==> src/hw/chan_sum_pkg.sv <==
package chan_sum_pkg;

  ////////////////////
  // Widths
  ////////////////////

  // One channel's partial result from the per-channel convolution
  localparam int PIXEL_W = 16;

  // Headroom for up to 256 channels
  localparam int GUARD_W = 8;

  // Width of a partial or final channel sum
  localparam int SUM_W = PIXEL_W + GUARD_W;

  ////////////////////
  // Vector types
  ////////////////////

  typedef logic signed [PIXEL_W-1:0] pixel_t;
  typedef logic signed [SUM_W-1:0]   sum_t;

  ////////////////////
  // Stream beats
  ////////////////////

  // Input stream format
  typedef struct packed {
    logic   valid;
    pixel_t pixel;
  } pixel_beat_t;

  // Output stream format, also used between adder tree levels
  typedef struct packed {
    logic valid;
    sum_t sum;
  } sum_beat_t;

endpackage

==> src/hw/channel_adder_top.sv <==
`timescale 1ns/10ps

module channel_adder_top
  import chan_sum_pkg::*;
#(
  parameter int IMAGE_SIZE  = 16,
  // Must be a power of two
  parameter int CHANNEL_NUM = 8
) (
  input  logic        clk,
  input  logic        reset,
  input  pixel_beat_t in_beat,
  output sum_beat_t   out_beat
);

  pixel_t [CHANNEL_NUM-1:0] taps;
  logic                     group_done;

  ////////////////////
  // Channel alignment
  ////////////////////

  plane_tap_chain #(
    .IMAGE_SIZE (IMAGE_SIZE),
    .CHANNEL_NUM(CHANNEL_NUM)
  ) u_plane_tap_chain (
    .clk    (clk),
    .reset  (reset),
    .in_beat(in_beat),
    .taps   (taps)
  );

  // Runs beside the chain on the same strobes
  plane_counter #(
    .IMAGE_SIZE (IMAGE_SIZE),
    .CHANNEL_NUM(CHANNEL_NUM)
  ) u_plane_counter (
    .clk       (clk),
    .reset     (reset),
    .in_beat   (in_beat),
    .group_done(group_done)
  );

  ////////////////////
  // Summation
  ////////////////////

  // Sum appears LEVELS cycles after the completing beat
  pairwise_adder_tree #(
    .CHANNEL_NUM(CHANNEL_NUM)
  ) u_pairwise_adder_tree (
    .clk     (clk),
    .reset   (reset),
    .start   (group_done),
    .taps    (taps),
    .out_beat(out_beat)
  );

endmodule

==> src/hw/pairwise_adder_tree.sv <==
`timescale 1ns/10ps

module pairwise_adder_tree
  import chan_sum_pkg::*;
#(
  parameter int CHANNEL_NUM = 8
) (
  input  logic                     clk,
  input  logic                     reset,
  input  logic                     start,
  input  pixel_t [CHANNEL_NUM-1:0] taps,
  output sum_beat_t                out_beat
);

  // One register stage per level
  localparam int LEVELS = $clog2(CHANNEL_NUM);

  ////////////////////
  // Tree levels
  ////////////////////

  // Level 0 is the widened taps, level LEVELS is the final sum
  for (genvar l = 0; l <= LEVELS; l++) begin : g_lvl
    localparam int N = CHANNEL_NUM >> l;

    sum_beat_t node [N];

    if (l == 0) begin : g_leaf
      // Sign extend each tap into a sum
      always_comb begin
        for (int i = 0; i < N; i++) begin
          node[i].valid = start;
          node[i].sum   = sum_t'(taps[i]);
        end
      end
    end else begin : g_add
      // Entry i pairs with entry i plus N of the level below
      always_ff @(posedge clk) begin
        for (int i = 0; i < N; i++) begin
          if (reset) begin
            node[i].valid <= 1'b0;
          end else begin
            node[i].valid <= g_lvl[l-1].node[i].valid & g_lvl[l-1].node[i+N].valid;
          end

          // Payload loads on an incoming beat only
          if (g_lvl[l-1].node[i].valid) begin
            node[i].sum <= g_lvl[l-1].node[i].sum + g_lvl[l-1].node[i+N].sum;
          end
        end
      end
    end
  end

  ////////////////////
  // Output
  ////////////////////

  assign out_beat = g_lvl[LEVELS].node[0];

endmodule

==> src/hw/plane_counter.sv <==
`timescale 1ns/10ps

module plane_counter
  import chan_sum_pkg::*;
#(
  parameter int IMAGE_SIZE  = 16,
  parameter int CHANNEL_NUM = 8
) (
  input  logic        clk,
  input  logic        reset,
  input  pixel_beat_t in_beat,
  output logic        group_done
);

  ////////////////////
  // Index widths
  ////////////////////

  // At least one bit even for a single pixel or a single plane
  localparam int PIX_IDX_W   = (IMAGE_SIZE > 1) ? $clog2(IMAGE_SIZE) : 1;
  localparam int PLANE_IDX_W = (CHANNEL_NUM > 1) ? $clog2(CHANNEL_NUM) : 1;

  typedef logic [PIX_IDX_W-1:0]   pix_idx_t;
  typedef logic [PLANE_IDX_W-1:0] plane_idx_t;

  localparam pix_idx_t   LAST_PIX   = pix_idx_t'(IMAGE_SIZE - 1);
  localparam plane_idx_t LAST_PLANE = plane_idx_t'(CHANNEL_NUM - 1);

  ////////////////////
  // Counters
  ////////////////////

  pix_idx_t   pix_idx;
  plane_idx_t plane_idx;
  logic       last_pix;
  logic       last_plane;

  assign last_pix   = (pix_idx == LAST_PIX);
  assign last_plane = (plane_idx == LAST_PLANE);

  always_ff @(posedge clk) begin
    if (reset) begin
      pix_idx   <= '0;
      plane_idx <= '0;
    end else if (in_beat.valid) begin
      if (last_pix) begin
        pix_idx <= '0;
        // Plane rank moves on at the end of each plane
        if (last_plane) begin
          plane_idx <= '0;
        end else begin
          plane_idx <= plane_idx + 1'b1;
        end
      end else begin
        pix_idx <= pix_idx + 1'b1;
      end
    end
  end

  ////////////////////
  // Group flag
  ////////////////////

  // During the final plane the tap chain holds every channel of the position
  assign group_done = in_beat.valid & last_plane;

endmodule

==> src/hw/plane_delay_line.sv <==
`timescale 1ns/10ps

module plane_delay_line
  import chan_sum_pkg::*;
#(
  parameter int IMAGE_SIZE = 16
) (
  input  logic   clk,
  input  logic   reset,
  input  logic   valid,
  input  pixel_t data_in,
  output pixel_t data_out
);

  ////////////////////
  // Plane store
  ////////////////////

  // Entry 0 is the newest pixel
  // Entry IMAGE_SIZE-1 is the pixel written one plane of strobes ago
  pixel_t store [IMAGE_SIZE];

  always_ff @(posedge clk) begin
    if (reset) begin
      for (int i = 0; i < IMAGE_SIZE; i++) begin
        store[i] <= '0;
      end
    end else if (valid) begin
      // Shift only on a strobe so that gaps keep the alignment
      store[0] <= data_in;
      for (int i = 1; i < IMAGE_SIZE; i++) begin
        store[i] <= store[i-1];
      end
    end
  end

  ////////////////////
  // Output
  ////////////////////

  // Read straight from storage
  // Valid in the same cycle as the strobe that presents data_in
  assign data_out = store[IMAGE_SIZE-1];

endmodule

==> src/hw/plane_tap_chain.sv <==
`timescale 1ns/10ps

module plane_tap_chain
  import chan_sum_pkg::*;
#(
  parameter int IMAGE_SIZE  = 16,
  parameter int CHANNEL_NUM = 8
) (
  input  logic                     clk,
  input  logic                     reset,
  input  pixel_beat_t              in_beat,
  output pixel_t [CHANNEL_NUM-1:0] taps
);

  ////////////////////
  // Delay cascade
  ////////////////////

  // chain[k] holds the same position k planes back
  pixel_t chain [CHANNEL_NUM];

  // Live input is tap 0
  assign chain[0] = in_beat.pixel;

  for (genvar k = 1; k < CHANNEL_NUM; k++) begin : g_line
    // Every stage advances on the input strobe
    plane_delay_line #(
      .IMAGE_SIZE(IMAGE_SIZE)
    ) u_plane_delay_line (
      .clk     (clk),
      .reset   (reset),
      .valid   (in_beat.valid),
      .data_in (chain[k-1]),
      .data_out(chain[k])
    );
  end

  ////////////////////
  // Tap outputs
  ////////////////////

  always_comb begin
    for (int k = 0; k < CHANNEL_NUM; k++) begin
      taps[k] = chain[k];
    end
  end

endmodule

==> config.mk <==
export PLATFORM = sky130hd
export DESIGN_NAME = channel_adder_top
export DESIGN_NICKNAME = d
export VERILOG_FILES = /design/src/hw/chan_sum_pkg.sv /design/src/hw/channel_adder_top.sv /design/src/hw/pairwise_adder_tree.sv /design/src/hw/plane_counter.sv /design/src/hw/plane_delay_line.sv /design/src/hw/plane_tap_chain.sv
export SDC_FILE = /design/constraint.sdc
export NUM_CORES = 2
export LEC_CHECK = 0
export CAP_MARGIN = 20
export CORE_MARGIN = 3
export CORE_UTILIZATION = 55
export DETAILED_ROUTE_END_ITERATION = 16
export DONT_BUFFER_PORTS = 1
export GPL_ROUTABILITY_DRIVEN = 0
export GPL_TIMING_DRIVEN = 0
export PLACE_DENSITY_LB_ADDON = 0.05
export SYNTH_ARGS = -nofsm -noshare
export SYNTH_HDL_FRONTEND = slang
export SYNTH_SLANG_ARGS = --single-unit
==> constraint.sdc <==
create_clock -name clk -period 31.3 [get_ports clk]
set_clock_uncertainty 0.1 [all_clocks]
set_input_delay 4.695 -clock clk [delete_from_list [all_inputs] [get_ports clk]]
set_output_delay 4.695 -clock clk [all_outputs]
set_load 0.01 [all_outputs]
======== Word-level counts from Yosys, hierarchy flattened ========
Memories as Yosys holds them, arrays and structs flattened.
Cells that the tools add are included.
word-level totals
  bits of input ports ..................... 19
  RAM bits ................................ 1967
  output and inout port bits .............. 25
  word-level logic and storage cells ...... 283
  memories kept ........................... 10
  flip-flop bits (word level) ............. 7
cells by class
  equality and inequality tests ........... 2
  add/subtract/negate cells ............... 9
  bitwise logic cells ..................... 122
  mux-type cells .......................... 136
  reduce and logical (&&, ||, !) cells .... 2
memories
  name                                                  depth  width  rd ports  clocked after memory_dff  wr ports  RTL line                RTL
  u_plane_tap_chain.g_line[1].u_plane_delay_line.store  16     16     16        0                         16        plane_delay_line.sv:21  pixel_t store [IMAGE_SIZE];
  u_plane_tap_chain.g_line[2].u_plane_delay_line.store  16     16     16        0                         16        plane_delay_line.sv:21
  u_plane_tap_chain.g_line[3].u_plane_delay_line.store  16     16     16        0                         16        plane_delay_line.sv:21
  u_plane_tap_chain.g_line[4].u_plane_delay_line.store  16     16     16        0                         16        plane_delay_line.sv:21
  u_plane_tap_chain.g_line[5].u_plane_delay_line.store  16     16     16        0                         16        plane_delay_line.sv:21
  u_plane_tap_chain.g_line[6].u_plane_delay_line.store  16     16     16        0                         16        plane_delay_line.sv:21
  4 more memories                                       --     --     --        --                        --        --
operators with widths
  cell                                                           number
  16-bit two-way mux                                             112
  1-bit bitwise OR                                               118
  24-bit adder                                                   3
  16-bit by 16-bit adder with 17-bit output                      4
  25-bit two-way mux                                             1
  25-bit OR reduction                                            1
  1-bit two-way mux                                              20
  4-bit by 1-bit adder with 4-bit output, second input constant  1
  1-bit bitwise AND                                              4
  4-bit == test, second input constant                           1
  4-bit two-way mux                                              1
  3-bit by 1-bit adder with 3-bit output, second input constant  1
  3-bit == test, second input constant                           1
  3-bit two-way mux                                              1
  2-bit two-way mux                                              1
  2-bit AND reduction                                            1

======== Depth between registers and ports, before layout ========
  depth in word-level cells ............... 4
  gate-level depth with buffers ........... 10
  depth with buffers taken out ............ 10

======== Cells and area by module ========
From an unflattened synthesis, not the netlist that was laid out.
unflattened totals
  cell total of the unflattened synthesis .. 4962
  area, all modules ....................... 80987.7 µm²
by module, submodules not included
  module               cells an instance  times used  sequential area each (µm²)  area each (µm²)
  plane_delay_line     574                7           7687.4                      10092.2
  pairwise_adder_tree  897                1           4264.1                      9897.0
  plane_counter        31                 1           140.1                       325.3
  plane_tap_chain      16                 1           0.0                         120.1

======== Worst setup path after synthesis ========
No wires, ideal clock.
  path type ............................... input port to flip-flop
  from .................................... input port reset
  to ...................................... memory u_plane_tap_chain.g_line[1].u_plane_delay_line.store[0][0] in the netlist's numbering, enable pin
  required time ........................... 29.755 ns
  setup time .............................. 1.445 ns
  setup slack ............................. 3.119 ns
  stages .................................. 4
  arrival ................................. 26.636 ns
  path buffers ............................ 3
  cells stage by stage .................... clkbuf_1 clkbuf_1 clkbuf_1 or2_2
RTL lines
  what             RTL line                 RTL
  start, declared  channel_adder_top.sv:11  input logic reset,
  end, declared    plane_delay_line.sv:21

==> results.py <==
metrics = {
    "global_routing": {
        "grt_remaining_overflow": 0,
        "vias_in_the_first_global_route": 34700,
        "antenna_found_initial": 12,
        "grt_pass1_wl_mm": 205,
        "largest_net_degree_at_the_start_of_global_routing": 75,
        "globalRouteTotalUtil": 0.194,
    },
    "logic_synthesis": {
        "synth_seq_area_share": 0.766,
        "ys_async_sr_fraction": 0,
        "synth_area_per_cell_um2": 16.1,
        "synthDominantAreaCellType": "edfxtp_1",
        "synth-edff-count": 1932,
        "synth_top_area_share": 0.763,
        "dominantRegCellSynth": "edfxtp_1",
        "yosysUniqueCellTypes": 66,
        "ys_warn_count": 0,
        "postSynthRegisterBits": 1942,
        "synthesized_net_count": 4880,
        "post_synth_instance_area_mm2": 0.0760,
        "synth.area.top_cells": "edfxtp_1 76%, and2_1 9.3%, nor2b_1 5.7%, ha_1 2.0%, clkbuf_1 1.0%",
        "synthCells": 4730,
    },
    "job": {
        "timing.max_cap.violations": 0,
    },
    "cts": {
        "cts-root-buf": "clkbuf_16",
        "h_tree_level_count": 4,
        "cts_tree": "built",
        "clk_path_buf_depth": 3,
        "cts_inserted_buffers": 193,
        "postCtsResizedCells": 0,
        "cts_hold_repair.buffers": 0,
        "insertion_delay_ns": 0.79,
        "cts_sinks": 1942,
        "post-cts-setup-buffer-count": 0,
        "clkTransAtPathRegs_ns": 0.06,
    },
    "floorplan": {
        "die_h_um": 378,
        "core_area_mm2": 0.136,
        "die-area_mm2": 0.143,
        "dieWidth_um": 378,
        "initial_core_utilization": 0.558,
        "num_rows": 135,
        "io_pins": 44,
    },
    "timing": {
        "worst_hold_slack_ns": 0.403,
        "finalSetupViolCount": 0,
        "tightestPinTransition_ns": 1.00,
        "rsz0062_at_grt": "false",
        "post-route-min-period_ns": 8.56,
        "timing.final.hold_violations": 0,
        "setup-tns-final_ns": 0,
        "final.period_utilization": 0.274,
        "relSlewSlack": 0.333,
        "clock.fmax_mhz": 117,
        "timing_max_transition_violations_final": 0,
    },
    "detailed_routing": {
        "ant_nets": 0,
        "first_iteration_detailed_routing_drc_count": 2643,
        "drc_errors": 0,
        "postRouteWirelength_mm": 135,
        "wl_per_cell_um": 19.5,
        "routed_via_density": 5.17,
        "detail_route.first_pass.iterations": 6,
        "routed-via-count": 35700,
    },
    "worst_setup_path": {
        "critPathArrivalTime_ns": 8.89,
        "worst_setup_path_end_kind": "register",
        "path_max_fanout": 70,
        "worst_r2r_endpoint": "u_pairwise_adder_tree.g_lvl[3].node[0][18]",
        "cp-start-kind": "input port",
        "critical_path.reg2reg.startpoint": "u_pairwise_adder_tree.g_lvl[2].node[1][0]",
        "reg2reg_setup_slack_ns": 27.80,
        "setup_crit_start": "reset",
        "r2r_cells": 9,
        "worst-endpoint-required_ns": 31.63,
        "setup_cp_type": "in -> reg",
    },
    "pwr": {
        "power.static_leakage_uw": 0.0324,
        "ir_worst_vdd_v": 0.0000557,
        "power_density_mw_per_mm2": 64.8,
    },
    "cells_and_area": {
        "sequential_cell_area_mm2": 0.0582,
        "fin_util": 0.625,
        "count_of_fill_cells_added_during_filler_insertion": 9755,
        "layout_common_cells": "1932 x edfxtp_1, 1125 x and2_1, 688 x nor2b_1, 258 x clkbuf_1, 194 x clkbuf_16",
        "layout-drive-gt1-share": 0.0656,
        "multi_input_area_mm2": 0.0169,
        "layout.cells.most_common": "edfxtp_1",
        "synthToLayoutAreaGrowth_pct": 12.2,
        "nets": 5113,
    },
    "outcome": {
        "status": "complete, no violations",
    },
    "place": {
        "dpl.hpwl_mm": 91.7,
        "place.port_buffers": 0,
    },
    "min_path": {
        "holdCritPathClass": "reg -> reg",
    },
}
==> report_power, final <==
group | internal (uW) | total, uW | switching (uW)
sequential | 3040 | 3090 | 52.3
clock | 1250 | 2190 | 942
combinational | 91.6 | 239 | 148
total | 4380 | 5520 | 1140
==> per-stage QoR <==
stage                     instance area (um^2)  std cells  setup WS, ns  total power [uW]
after global routing                     85200       6909         22.53              5730
after CTS                                85200       6906         22.73              5590
after detailed placement                 79200       6549         21.87              3380
after floorplan                          76000       4730          3.12              3380
final                                    85300       6912         22.74              5520
after global placement                   78200       6511         -6.24              3510
==> worst max-delay path, cell delays in order <==
cell	delay [ns]
clkbuf_1	0.41
buf_8	0.23
clkbuf_1	0.43
clkbuf_1	0.43
or2_4	0.49
buf_16	0.30
buf_16	0.34
buf_16	0.35
buf_16	0.35
buf_16	0.35
buf_16	0.33
==> cell families after synthesis <==
| family | Yosys count | share of synthesized area |
|---|---|---|
| xor gates and xnor gates | 88 | 0.0101 |
| buffers and inverters | 249 | 0.0123 |
| adders and majority gates | 131 | 0.0223 |
| muxes | 7 | 0.000922 |
| DFF | 1942 | 0.766 |
| and+or+nand+nor | 2012 | 0.162 |
| AOI/OAI and AO/OA | 301 | 0.0268 |
==> cell usage after synthesis, types with 33 or more instances <==
master	count
a21o_1	42
a21oi_1	69
and2_1	1126
clkbuf_1	207
edfxtp_1	1932
ha_1	124
inv_1	40
nand2_1	33
nor2_1	78
nor2b_1	688
o21ai_0	51
xnor2_1	63
==> worst min path at each step <==
stage                                      start                      endpoint  depth (start not counted)
finish              u_plane_counter.plane_idx[2]  u_plane_counter.plane_idx[2]                          2
global placement    u_plane_counter.plane_idx[1]  u_plane_counter.plane_idx[1]                          2
global route                            register                      register                          1
floorplan           u_plane_counter.plane_idx[1]  u_plane_counter.plane_idx[1]                          2
detailed placement  u_plane_counter.plane_idx[2]  u_plane_counter.plane_idx[2]                          2
CTS                                     register                      register                          1
==> sequential cells by signal, summed over array words and instances (netlist names) <==
| name | flops |
|---|---|
| u_pairwise_adder_tree.g_lvl.node | 143 |
| u_plane_counter.pix_idx | 4 |
| u_plane_counter.plane_idx | 3 |
| u_plane_tap_chain.g_line.u_plane_delay_line.store | 1792 |
==> area by class of cell <==
cell class / instances / area share
diodes: 6 / 0.000176
plain buffers: 209 / 0.00926
clock buffers: 254 / 0.0604
clock inverters: 103 / 0.0103
inverters: 40 / 0.00176
multi-input cells: 2539 / 0.198
flip-flops and latches: 1942 / 0.683
well taps: 1781 / 0.0261
repair buffers: 38 / 0.0113
==> layer usage <==
layer / part of all wire / wire [um] / up-vias / track usage
met4: 0.035 / 4650 / 2 / 0.0745
met5: 0.000097 / 13 / - / 0
met2: 0.47 / 63100 / 784 / 0.301
met1: 0.44 / 59100 / 17400 / 0.269
li1: - / - / 17300 / -
met3: 0.057 / 7720 / 251 / 0.0439
Power figures use the tool's default switching activity.
